File: src/hw/core_pkg.sv
package core_pkg;

  localparam int XLEN = 32;
  localparam int INST_WIDTH = 32;
  localparam int NUM_REGS = 32;
  localparam int REG_ADDR_WIDTH = $clog2(NUM_REGS);

  localparam logic [XLEN-1:0] PC_RESET_VECTOR = '0;

  // RV32I major opcodes used by this core
  typedef enum logic [6:0] {
    OP     = 7'b0110011,
    OP_IMM = 7'b0010011,
    LUI    = 7'b0110111,
    AUIPC  = 7'b0010111,
    BRANCH = 7'b1100011,
    JAL    = 7'b1101111,
    JALR   = 7'b1100111,
    LOAD   = 7'b0000011,
    STORE  = 7'b0100011,
    SYSTEM = 7'b1110011
  } opcode_t;

  typedef enum logic [3:0] {
    ALU_ADD,
    ALU_SUB,
    ALU_AND,
    ALU_OR,
    ALU_XOR,
    ALU_SLT,
    ALU_SLL,
    ALU_SRL,
    ALU_SRA,
    ALU_PASS_B
  } alu_op_t;

  typedef enum logic [2:0] {
    BU_NONE,
    BU_EQ,
    BU_NE,
    BU_LT,
    BU_GE
  } bu_op_t;

  typedef enum logic {ALU_A_RS1, ALU_A_PC} alu_a_sel_t;
  typedef enum logic {ALU_B_RS2, ALU_B_IMM} alu_b_sel_t;

  typedef enum logic [1:0] {WB_ALU, WB_PC4, WB_MEM, WB_CSR} wb_sel_t;

endpackage

File: src/hw/priv_pkg.sv
package priv_pkg;

  localparam int MXLEN = 32;
  localparam int CSR_ADDR_WIDTH = 12;

  typedef enum logic [CSR_ADDR_WIDTH-1:0] {
    CSR_MTVEC  = 12'h305,
    CSR_MEPC   = 12'h341,
    CSR_MCAUSE = 12'h342
  } csr_addr_t;

  typedef enum logic [1:0] {CSR_NONE, CSR_RW, CSR_RS} csr_op_t;

  typedef enum logic [MXLEN-1:0] {
    CAUSE_ILLEGAL_INST = 32'd2,
    CAUSE_ECALL_M      = 32'd11
  } trap_cause_t;

  localparam logic [MXLEN-1:0] MTVEC_RESET = 32'h0000_0100;

  // Full encodings of the two SYSTEM instructions without operands
  localparam logic [31:0] INST_ECALL = 32'h0000_0073;
  localparam logic [31:0] INST_MRET = 32'h3020_0073;

endpackage

File: src/hw/ctrl_if.sv
`timescale 1ns/1ns

interface ctrl_if;

  import core_pkg::*;

  alu_op_t alu_op;
  alu_a_sel_t a_sel;
  alu_b_sel_t b_sel;
  bu_op_t bu_op;
  wb_sel_t wb_sel;
  logic [XLEN-1:0] imm;
  // Forces the branch taken for JAL and JALR
  logic jump;

  modport decoder (
    output alu_op, a_sel, b_sel, bu_op, wb_sel, imm, jump
  );

  modport exec (
    input alu_op, a_sel, b_sel, bu_op, wb_sel, imm, jump
  );

endinterface

File: src/hw/decoder.sv
`timescale 1ns/1ns

module decoder (
  ctrl_if.decoder                             ctrl,
  input  logic [core_pkg::INST_WIDTH-1:0]     i_inst,
  output logic                                o_rf_we,
  output logic [core_pkg::REG_ADDR_WIDTH-1:0] o_rd_addr,
  output logic [core_pkg::REG_ADDR_WIDTH-1:0] o_rs1_addr,
  output logic [core_pkg::REG_ADDR_WIDTH-1:0] o_rs2_addr,
  output logic                                o_dmem_we,
  output priv_pkg::csr_op_t                   o_csr_op,
  output priv_pkg::csr_addr_t                 o_csr_addr,
  output logic                                o_t_illegal,
  output logic                                o_t_ecall,
  output logic                                o_mret
);

  import core_pkg::*;
  import priv_pkg::*;

  opcode_t opcode;
  logic [2:0] funct3;
  logic [6:0] funct7;
  logic is_reg;
  logic [XLEN-1:0] imm_i;
  logic [XLEN-1:0] imm_s;
  logic [XLEN-1:0] imm_b;
  logic [XLEN-1:0] imm_u;
  logic [XLEN-1:0] imm_j;
  alu_op_t arith_op;
  logic arith_ok;
  logic rf_we;
  logic dmem_we;
  csr_op_t csr_op;
  logic illegal;
  logic ecall;
  logic mret;
  logic trap;

  assign opcode = opcode_t'(i_inst[6:0]);
  assign funct3 = i_inst[14:12];
  assign funct7 = i_inst[31:25];
  assign is_reg = (opcode == OP);

  assign o_rd_addr = i_inst[11:7];
  assign o_rs1_addr = i_inst[19:15];
  assign o_rs2_addr = i_inst[24:20];
  assign o_csr_addr = csr_addr_t'(i_inst[31:20]);

  assign imm_i = {{20{i_inst[31]}}, i_inst[31:20]};
  assign imm_s = {{20{i_inst[31]}}, i_inst[31:25], i_inst[11:7]};
  assign imm_b = {{19{i_inst[31]}}, i_inst[31], i_inst[7], i_inst[30:25], i_inst[11:8], 1'b0};
  assign imm_u = {i_inst[31:12], 12'b0};
  assign imm_j = {{11{i_inst[31]}}, i_inst[31], i_inst[19:12], i_inst[20], i_inst[30:21], 1'b0};

  // Shared funct decode for OP and OP_IMM
  always_comb begin
    arith_ok = 1'b1;
    case (funct3)
      3'b000: arith_op = (is_reg && funct7[5]) ? ALU_SUB : ALU_ADD;
      3'b001: arith_op = ALU_SLL;
      3'b010: arith_op = ALU_SLT;
      3'b100: arith_op = ALU_XOR;
      3'b101: arith_op = funct7[5] ? ALU_SRA : ALU_SRL;
      3'b110: arith_op = ALU_OR;
      3'b111: arith_op = ALU_AND;
      default: begin
        arith_op = ALU_ADD;
        arith_ok = 1'b0;
      end
    endcase
    // funct7 is zero except for SUB, SRA and SRAI
    if (is_reg || funct3 == 3'b001 || funct3 == 3'b101) begin
      if (funct7 != 7'b0 &&
          !(funct7 == 7'b0100000 && (funct3 == 3'b101 || (is_reg && funct3 == 3'b000)))) begin
        arith_ok = 1'b0;
      end
    end
  end

  always_comb begin
    ctrl.alu_op = ALU_ADD;
    ctrl.a_sel = ALU_A_RS1;
    ctrl.b_sel = ALU_B_IMM;
    ctrl.bu_op = BU_NONE;
    ctrl.wb_sel = WB_ALU;
    ctrl.imm = imm_i;
    ctrl.jump = 1'b0;
    rf_we = 1'b0;
    dmem_we = 1'b0;
    csr_op = CSR_NONE;
    illegal = 1'b0;
    ecall = 1'b0;
    mret = 1'b0;

    case (opcode)
      OP, OP_IMM: begin
        rf_we = 1'b1;
        ctrl.alu_op = arith_op;
        ctrl.b_sel = is_reg ? ALU_B_RS2 : ALU_B_IMM;
        illegal = !arith_ok;
      end
      LUI: begin
        rf_we = 1'b1;
        ctrl.alu_op = ALU_PASS_B;
        ctrl.imm = imm_u;
      end
      AUIPC: begin
        rf_we = 1'b1;
        ctrl.a_sel = ALU_A_PC;
        ctrl.imm = imm_u;
      end
      BRANCH: begin
        ctrl.a_sel = ALU_A_PC;
        ctrl.imm = imm_b;
        case (funct3)
          3'b000: ctrl.bu_op = BU_EQ;
          3'b001: ctrl.bu_op = BU_NE;
          3'b100: ctrl.bu_op = BU_LT;
          3'b101: ctrl.bu_op = BU_GE;
          default: illegal = 1'b1;
        endcase
      end
      JAL: begin
        rf_we = 1'b1;
        ctrl.a_sel = ALU_A_PC;
        ctrl.imm = imm_j;
        ctrl.wb_sel = WB_PC4;
        ctrl.jump = 1'b1;
      end
      JALR: begin
        rf_we = 1'b1;
        ctrl.wb_sel = WB_PC4;
        ctrl.jump = 1'b1;
        illegal = (funct3 != 3'b000);
      end
      LOAD: begin
        rf_we = 1'b1;
        ctrl.wb_sel = WB_MEM;
        illegal = (funct3 != 3'b010);
      end
      STORE: begin
        dmem_we = 1'b1;
        ctrl.imm = imm_s;
        illegal = (funct3 != 3'b010);
      end
      SYSTEM: begin
        ctrl.wb_sel = WB_CSR;
        case (funct3)
          3'b000: begin
            ecall = (i_inst == INST_ECALL);
            mret = (i_inst == INST_MRET);
            illegal = !(ecall || mret);
          end
          3'b001: begin
            rf_we = 1'b1;
            csr_op = CSR_RW;
          end
          3'b010: begin
            rf_we = 1'b1;
            csr_op = CSR_RS;
          end
          default: illegal = 1'b1;
        endcase
      end
      default: illegal = 1'b1;
    endcase
  end

  // A trapping instruction leaves no architectural side effects
  assign trap = illegal | ecall;
  assign o_rf_we = rf_we & ~trap;
  assign o_dmem_we = dmem_we & ~trap;
  assign o_csr_op = trap ? CSR_NONE : csr_op;
  assign o_t_illegal = illegal;
  assign o_t_ecall = ecall;
  assign o_mret = mret;

endmodule

File: src/hw/execute_unit.sv
`timescale 1ns/1ns

module execute_unit (
  ctrl_if.exec                      ctrl,
  input  logic [core_pkg::XLEN-1:0] i_rs1,
  input  logic [core_pkg::XLEN-1:0] i_rs2,
  input  logic [core_pkg::XLEN-1:0] i_pc,
  input  logic [core_pkg::XLEN-1:0] i_pc_4,
  input  logic [core_pkg::XLEN-1:0] i_mem_rdata,
  input  logic [core_pkg::XLEN-1:0] i_csr_rdata,
  output logic [core_pkg::XLEN-1:0] o_result,
  output logic [core_pkg::XLEN-1:0] o_wb_data,
  output logic                      o_take_branch
);

  import core_pkg::*;

  logic [XLEN-1:0] alu_a;
  logic [XLEN-1:0] alu_b;
  logic [4:0] shamt;
  logic cond;

  assign alu_a = (ctrl.a_sel == ALU_A_PC) ? i_pc : i_rs1;
  assign alu_b = (ctrl.b_sel == ALU_B_IMM) ? ctrl.imm : i_rs2;
  assign shamt = alu_b[4:0];

  always_comb begin
    case (ctrl.alu_op)
      ALU_SUB:    o_result = alu_a - alu_b;
      ALU_AND:    o_result = alu_a & alu_b;
      ALU_OR:     o_result = alu_a | alu_b;
      ALU_XOR:    o_result = alu_a ^ alu_b;
      ALU_SLT:    o_result = {{(XLEN-1){1'b0}}, $signed(alu_a) < $signed(alu_b)};
      ALU_SLL:    o_result = alu_a << shamt;
      ALU_SRL:    o_result = alu_a >> shamt;
      ALU_SRA:    o_result = $unsigned($signed(alu_a) >>> shamt);
      ALU_PASS_B: o_result = alu_b;
      default:    o_result = alu_a + alu_b;
    endcase
  end

  // Branch compare always works on rs1 and rs2
  always_comb begin
    case (ctrl.bu_op)
      BU_EQ:   cond = (i_rs1 == i_rs2);
      BU_NE:   cond = (i_rs1 != i_rs2);
      BU_LT:   cond = ($signed(i_rs1) < $signed(i_rs2));
      BU_GE:   cond = ($signed(i_rs1) >= $signed(i_rs2));
      default: cond = 1'b0;
    endcase
  end

  assign o_take_branch = ctrl.jump | cond;

  always_comb begin
    case (ctrl.wb_sel)
      WB_PC4:  o_wb_data = i_pc_4;
      WB_MEM:  o_wb_data = i_mem_rdata;
      WB_CSR:  o_wb_data = i_csr_rdata;
      default: o_wb_data = o_result;
    endcase
  end

endmodule

File: src/hw/inst_fetch.sv
`timescale 1ns/1ns

module inst_fetch (
  input  logic                      i_clk,
  input  logic                      i_rst_n,
  input  logic                      i_take_branch,
  input  logic [core_pkg::XLEN-1:0] i_branch_target,
  input  logic                      i_redirect,
  input  logic [core_pkg::XLEN-1:0] i_redirect_pc,
  output logic [core_pkg::XLEN-1:0] o_pc,
  output logic [core_pkg::XLEN-1:0] o_pc_4
);

  import core_pkg::*;

  logic [XLEN-1:0] pc_next;

  assign o_pc_4 = o_pc + XLEN'(4);

  // Trap and MRET redirects win over branches
  always_comb begin
    if (i_redirect) begin
      pc_next = i_redirect_pc;
    end else if (i_take_branch) begin
      pc_next = {i_branch_target[XLEN-1:1], 1'b0};
    end else begin
      pc_next = o_pc_4;
    end
  end

  always_ff @(posedge i_clk) begin
    if (!i_rst_n) begin
      o_pc <= PC_RESET_VECTOR;
    end else begin
      o_pc <= pc_next;
    end
  end

endmodule

File: src/hw/processor_core.sv
`timescale 1ns/1ns

module processor_core (
  input  logic                            i_clk,
  input  logic                            i_rst_n,
  input  logic [core_pkg::INST_WIDTH-1:0] i_imem_data,
  input  logic [core_pkg::XLEN-1:0]       i_dmem_rdata,
  output logic [core_pkg::XLEN-1:0]       o_imem_addr,
  output logic [core_pkg::XLEN-1:0]       o_dmem_addr,
  output logic                            o_dmem_we,
  output logic [core_pkg::XLEN-1:0]       o_dmem_wdata
);

  import core_pkg::*;
  import priv_pkg::*;

  logic [XLEN-1:0] pc;
  logic [XLEN-1:0] pc_4;
  logic [XLEN-1:0] rs1;
  logic [XLEN-1:0] rs2;
  logic [XLEN-1:0] result;
  logic [XLEN-1:0] wb_data;
  logic take_branch;

  logic rf_we;
  logic dmem_we;
  logic [REG_ADDR_WIDTH-1:0] rd_addr;
  logic [REG_ADDR_WIDTH-1:0] rs1_addr;
  logic [REG_ADDR_WIDTH-1:0] rs2_addr;

  csr_op_t csr_op;
  csr_addr_t csr_addr;
  logic [MXLEN-1:0] csr_rdata;
  logic t_illegal;
  logic t_ecall;
  logic mret;
  logic redirect;
  logic [MXLEN-1:0] redirect_pc;

  assign o_imem_addr = pc;
  assign o_dmem_addr = result;
  assign o_dmem_wdata = rs2;

  // Stores held off while reset is asserted
  assign o_dmem_we = dmem_we & i_rst_n;

  ctrl_if ctrl();

  inst_fetch ifu (
    .i_clk(i_clk),
    .i_rst_n(i_rst_n),
    .i_take_branch(take_branch),
    .i_branch_target(result),
    .i_redirect(redirect),
    .i_redirect_pc(redirect_pc),
    .o_pc(pc),
    .o_pc_4(pc_4)
  );

  decoder dec (
    .ctrl(ctrl.decoder),
    .i_inst(i_imem_data),
    .o_rf_we(rf_we),
    .o_rd_addr(rd_addr),
    .o_rs1_addr(rs1_addr),
    .o_rs2_addr(rs2_addr),
    .o_dmem_we(dmem_we),
    .o_csr_op(csr_op),
    .o_csr_addr(csr_addr),
    .o_t_illegal(t_illegal),
    .o_t_ecall(t_ecall),
    .o_mret(mret)
  );

  register_file rf (
    .i_clk(i_clk),
    .i_rst_n(i_rst_n),
    .i_we(rf_we),
    .i_waddr(rd_addr),
    .i_wdata(wb_data),
    .i_raddr1(rs1_addr),
    .i_raddr2(rs2_addr),
    .o_rdata1(rs1),
    .o_rdata2(rs2)
  );

  execute_unit exu (
    .ctrl(ctrl.exec),
    .i_rs1(rs1),
    .i_rs2(rs2),
    .i_pc(pc),
    .i_pc_4(pc_4),
    .i_mem_rdata(i_dmem_rdata),
    .i_csr_rdata(csr_rdata),
    .o_result(result),
    .o_wb_data(wb_data),
    .o_take_branch(take_branch)
  );

  // CSR write data is always rs1
  trap_csr csr (
    .i_clk(i_clk),
    .i_rst_n(i_rst_n),
    .i_pc(pc),
    .i_csr_op(csr_op),
    .i_csr_addr(csr_addr),
    .i_csr_wdata(rs1),
    .i_t_illegal(t_illegal),
    .i_t_ecall(t_ecall),
    .i_mret(mret),
    .o_csr_rdata(csr_rdata),
    .o_redirect(redirect),
    .o_redirect_pc(redirect_pc)
  );

endmodule

File: src/hw/register_file.sv
`timescale 1ns/1ns

module register_file (
  input  logic                                i_clk,
  input  logic                                i_rst_n,
  input  logic                                i_we,
  input  logic [core_pkg::REG_ADDR_WIDTH-1:0] i_waddr,
  input  logic [core_pkg::XLEN-1:0]           i_wdata,
  input  logic [core_pkg::REG_ADDR_WIDTH-1:0] i_raddr1,
  input  logic [core_pkg::REG_ADDR_WIDTH-1:0] i_raddr2,
  output logic [core_pkg::XLEN-1:0]           o_rdata1,
  output logic [core_pkg::XLEN-1:0]           o_rdata2
);

  import core_pkg::*;

  logic [XLEN-1:0] regs [NUM_REGS];

  always_ff @(posedge i_clk) begin
    if (!i_rst_n) begin
      for (int i = 0; i < NUM_REGS; i++) begin
        regs[i] <= '0;
      end
    end else if (i_we && i_waddr != '0) begin
      regs[i_waddr] <= i_wdata;
    end
  end

  // x0 always reads zero
  assign o_rdata1 = (i_raddr1 == '0) ? '0 : regs[i_raddr1];
  assign o_rdata2 = (i_raddr2 == '0) ? '0 : regs[i_raddr2];

endmodule

File: src/hw/trap_csr.sv
`timescale 1ns/1ns

module trap_csr (
  input  logic                       i_clk,
  input  logic                       i_rst_n,
  input  logic [priv_pkg::MXLEN-1:0] i_pc,
  input  priv_pkg::csr_op_t          i_csr_op,
  input  priv_pkg::csr_addr_t        i_csr_addr,
  input  logic [priv_pkg::MXLEN-1:0] i_csr_wdata,
  input  logic                       i_t_illegal,
  input  logic                       i_t_ecall,
  input  logic                       i_mret,
  output logic [priv_pkg::MXLEN-1:0] o_csr_rdata,
  output logic                       o_redirect,
  output logic [priv_pkg::MXLEN-1:0] o_redirect_pc
);

  import priv_pkg::*;

  logic [MXLEN-1:0] mtvec;
  logic [MXLEN-1:0] mepc;
  logic [MXLEN-1:0] mcause;
  logic [MXLEN-1:0] csr_new;
  logic trap;

  assign trap = i_t_ecall | i_t_illegal;

  always_comb begin
    case (i_csr_addr)
      CSR_MTVEC:  o_csr_rdata = mtvec;
      CSR_MEPC:   o_csr_rdata = mepc;
      CSR_MCAUSE: o_csr_rdata = mcause;
      default:    o_csr_rdata = '0;
    endcase
  end

  // CSRRS ORs into the old value
  assign csr_new = (i_csr_op == CSR_RS) ? (o_csr_rdata | i_csr_wdata) : i_csr_wdata;

  always_ff @(posedge i_clk) begin
    if (!i_rst_n) begin
      mtvec <= MTVEC_RESET;
      mepc <= '0;
      mcause <= '0;
    end else if (trap) begin
      mepc <= i_pc;
      mcause <= i_t_ecall ? CAUSE_ECALL_M : CAUSE_ILLEGAL_INST;
    end else if (i_csr_op != CSR_NONE) begin
      case (i_csr_addr)
        CSR_MTVEC:  mtvec <= csr_new;
        CSR_MEPC:   mepc <= csr_new;
        CSR_MCAUSE: mcause <= csr_new;
        default:    ;
      endcase
    end
  end

  assign o_redirect = trap | i_mret;
  assign o_redirect_pc = trap ? mtvec : mepc;

endmodule

File: config.mk
export PLATFORM = sky130hd
export DESIGN_NAME = processor_core
export DESIGN_NICKNAME = d
export VERILOG_FILES = /design/src/hw/core_pkg.sv /design/src/hw/priv_pkg.sv /design/src/hw/ctrl_if.sv /design/src/hw/decoder.sv /design/src/hw/execute_unit.sv /design/src/hw/inst_fetch.sv /design/src/hw/processor_core.sv /design/src/hw/register_file.sv /design/src/hw/trap_csr.sv
export SDC_FILE = /design/constraint.sdc
export NUM_CORES = 2
export LEC_CHECK = 0
export BUFFER_PORTS_ARGS = -buffer_cell sky130_fd_sc_hd__buf_2
export CAP_MARGIN = 10
export CELL_PAD_IN_SITES_DETAIL_PLACEMENT = 1
export CELL_PAD_IN_SITES_GLOBAL_PLACEMENT = 1
export CORE_MARGIN = 2
export CORE_UTILIZATION = 34
export CTS_CLUSTER_DIAMETER = 80
export DETAILED_ROUTE_END_ITERATION = 10
export PLACE_DENSITY = 0.62
export SYNTH_ARGS = -nofsm -noshare
export SYNTH_HDL_FRONTEND = slang
export SYNTH_SLANG_ARGS = --single-unit
File: constraint.sdc
create_clock -name i_clk -period 11.1 [get_ports i_clk]
set_clock_uncertainty 0.15 [all_clocks]
set_input_delay 1.11 -clock i_clk [delete_from_list [all_inputs] [get_ports i_clk]]
set_output_delay 1.11 -clock i_clk [all_outputs]
set_load 0.005 [all_outputs]
==> results.json <==
{
  "status": "finished clean",
  "ys_seq_area_frac": 0.458,
  "cap_violations": 0,
  "grt_pass1_wl_um": 515000,
  "antenna_found_initial": 38,
  "track_usage": 0.338,
  "drtIter0Drc": 9813,
  "insertion_delay_ns": 0.83,
  "die_h_um": 466,
  "drc": 0,
  "area_growth_syn_to_layout_pct": 12.0,
  "cp_common_cell": "buf_4",
  "hold_depth": 2,
  "grt_max_degree": 79,
  "period_share": 0.899,
  "cts_num_sinks": 1152,
  "slew-limit-headroom": 0.0872,
  "power.density_nw_per_um2": 160,
  "fin_nets": 6861,
  "stdcell_area_um2": 81400,
  "port_buffers": 162,
  "cp.required_ns": 9.84,
  "fmax_mhz": 100,
  "vias_per_cell": 6.62,
  "multi_input_area_um2": 36000,
  "crit_fanout": 74,
  "die_w_um": 466,
  "hold_buffers": 0,
  "slew_violations": 0,
  "synth_cell_type_count": 120,
  "detailed_place.area_um2": 76800,
  "wire_per_inst_um": 39.3,
  "async_flop_share": 0,
  "clockRootBuffer": "clkbuf_16",
  "ff2ff_path_depth": 18,
  "crit_arrival_ns": 8.72,
  "grt_overflow": 0,
  "nFillCells": 23105,
  "hp-start": "csr.mtvec[14]",
  "max_slew.worst_pin.slew_ns": 1.37,
  "htreeDepth": 4,
  "leakagePower_nw": 29.8,
  "dp_hpwl_um": 256000,
  "hold_path_class": "flop to flop",
  "worstPathCellList": "buf_8 > buf_4 > buf_4 > mux2i_1 > a22oi_1 > a41oi_1 > a211oi_2 > buf_4 > a21o_1 > ha_1 > or4_1 > or3_1 > a21oi_1 > nor2_1 > o211ai_1 > o22a_1 > a21oi_1 > a2111oi_0 > o211ai_1 > buf_2",
  "ctsResizeCount": 0,
  "synthCells": 6642,
  "vias": 63615,
  "synth_edf_count": 1024,
  "rsz0062_at_grt": "false",
  "num_io_pins": 163,
  "die_area_um2": 218000,
  "grt_pass1_vias": 62402,
  "netlist_area_um2": 72700,
  "wl_um": 377000,
  "tritoncts": "done",
  "path_clk_slew_ns": 0.06,
  "r2r-end": "rf.regs[9][17]",
  "ys.flop_type": "edfxtp_1",
  "core-area_um2": 212000,
  "min_period_ns": 9.98,
  "synth_seq_cells": 1152,
  "path_delay_family": "compound AO/OA/AOI/OAI gates",
  "hold_end": "csr.mtvec[14]",
  "ff2ff_setup_slack_ns": 3.32,
  "cts_buffer_depth": 3,
  "total_power_mw": 13.0,
  "fin_util": 0.383,
  "setup_viol": 0,
  "setup.worst_path.end_class": "primary output",
  "avgSynthCellArea_um2": 10.9,
  "first_pass_iters": 9,
  "fin_hold_ws_ns": 0.323,
  "cts-buffers-inserted": 142,
  "num_rows": 169,
  "cpMaxStageDelayCell": "buf_4",
  "worst-path-buf-inv": 5,
  "hold_viol": 0,
  "setup-tns-final_ns": 0,
  "ant_nets": 0,
  "synth_warnings": 0,
  "worstReg2RegStart": "rf.regs[6][7]",
  "post_cts_buffers": 0,
  "drive_gt1_frac": 0.200,
  "crit_type": "primary input to primary output",
  "crit_path_max_incr_delay_ns": 0.70,
  "gp_congestion": 1.02,
  "vdd_ir_drop_max_mv": 0.165,
  "worstSetupStartpointType": "primary input",
  "start_util": 0.342,
  "seqCellArea_um2": 33300
}
-- layout make-up --
type | count | area share
sequential | 1152 | 0.409
tap | 2821 | 0.0434
timing repair buffer | 472 | 0.0422
multi-input combinational | 4751 | 0.442
antenna | 16 | 0.000492
clock inverter | 58 | 0.00853
inverter | 144 | 0.00670
clock buffer | 191 | 0.0473
-- flip-flops by register name, indices dropped and copies added, names as in the netlist --
register    count
csr.mcause     32
csr.mtvec      32
rf.regs      1024
csr.mepc       32
ifu.o_pc       32
-- where the power goes --
group | switching (mW) | leakage [nW] | total (mW) | internal (mW)
Combinational | 2.49 | 15.9 | 3.41 | 0.926
Sequential | 0.0797 | 11.7 | 4.92 | 4.84
Clock | 1.99 | 2.19 | 4.65 | 2.67
Total | 4.55 | 29.8 | 13.0 | 8.43
-- metrics by stage --
stage	cells	setup slack, ns
3_5_place_dp	9339	1.42
3_3_place_gp	9338	1.19
6_report	9605	1.12
2_1_floorplan	6673	2.56
5_1_grt	9597	0.965
4_1_cts	9588	1.38
-- kinds of logic after synthesis --
group / Yosys count / synth area share
multiplexers: 933 / 0.192
AO/OA/AOI/OAI: 1356 / 0.131
AND/OR/NAND/NOR: 2242 / 0.134
other: 1 / 0.0000516
flip-flops: 1152 / 0.458
adder cells (fa/ha/maj): 132 / 0.0229
XOR/XNOR: 56 / 0.00675
buffers and inverters: 770 / 0.0549
-- cell usage after synthesis (all sizes together), types with 55 or more instances --
library cell / instances / area share
nor2b: 73 / 0.0063
nor2: 1289 / 0.069
a21oi: 340 / 0.024
nand2: 421 / 0.022
mux2: 67 / 0.010
dfxtp: 128 / 0.035
mux2i: 510 / 0.070
nor3: 188 / 0.013
clkbuf: 289 / 0.015
o21ai: 183 / 0.013
buf: 331 / 0.032
inv: 140 / 0.0072
a211oi: 141 / 0.016
a22oi: 130 / 0.013
ha: 130 / 0.022
nand3: 78 / 0.0054
mux4: 356 / 0.11
a21o: 55 / 0.0057
edfxtp: 1024 / 0.42
-- placed cells by master (no fill, tap or decap), types with 31 or more instances in the layout --
cell	instances
edfxtp_1	1024
nor2b_1	71
a21oi_1	336
nand2_1	356
clkbuf_16	147
ha_1	130
o21ai_0	162
a41oi_1	34
a31oi_1	31
nor4_1	44
buf_4	289
nor3_1	181
mux4_2	337
inv_1	113
mux2i_1	509
mux2_2	67
a222oi_1	34
nor2_2	67
nand3_1	76
a21o_1	54
dfxtp_1	128
buf_2	157
a22oi_1	129
clkbuf_1	43
nor2_1	1218
o21bai_1	41
a211oi_1	112
o221ai_1	32
o22ai_1	48
a221oi_1	38
conb_1	32
nand2_2	54
-- worst min-delay path, delay by kind of cell, from the launching register on --
| kind | cells | cell delay (ns) |
|---|---|---|
| flops | 1 | 0.32 |
| compound gates | 1 | 0.05 |
| simple gates | 1 | 0.06 |
-- per-layer routing --
metal	up-vias	global-route usage	share of wire
met1	32934	0.445	0.39
met2	4608	0.510	0.43
met5	-	0	0.00029
met3	1009	0.0757	0.11
li1	25048	-	-
met4	16	0.196	0.067
-- worst max path at each step --
| stage | endpoint | cells after the start | from |
|---|---|---|---|
| global route | o_dmem_addr[0] | 24 | i_imem_data[15] |
| global placement | o_dmem_addr[28] | 18 | i_imem_data[20] |
| detailed placement | o_dmem_addr[0] | 23 | i_imem_data[15] |
| CTS | o_dmem_addr[0] | 23 | i_imem_data[15] |
| finish | o_dmem_addr[17] | 20 | i_imem_data[15] |
| floorplan | o_dmem_addr[0] | 27 | i_imem_data[20] |
No activity file was read; power rests on OpenSTA's default activity.
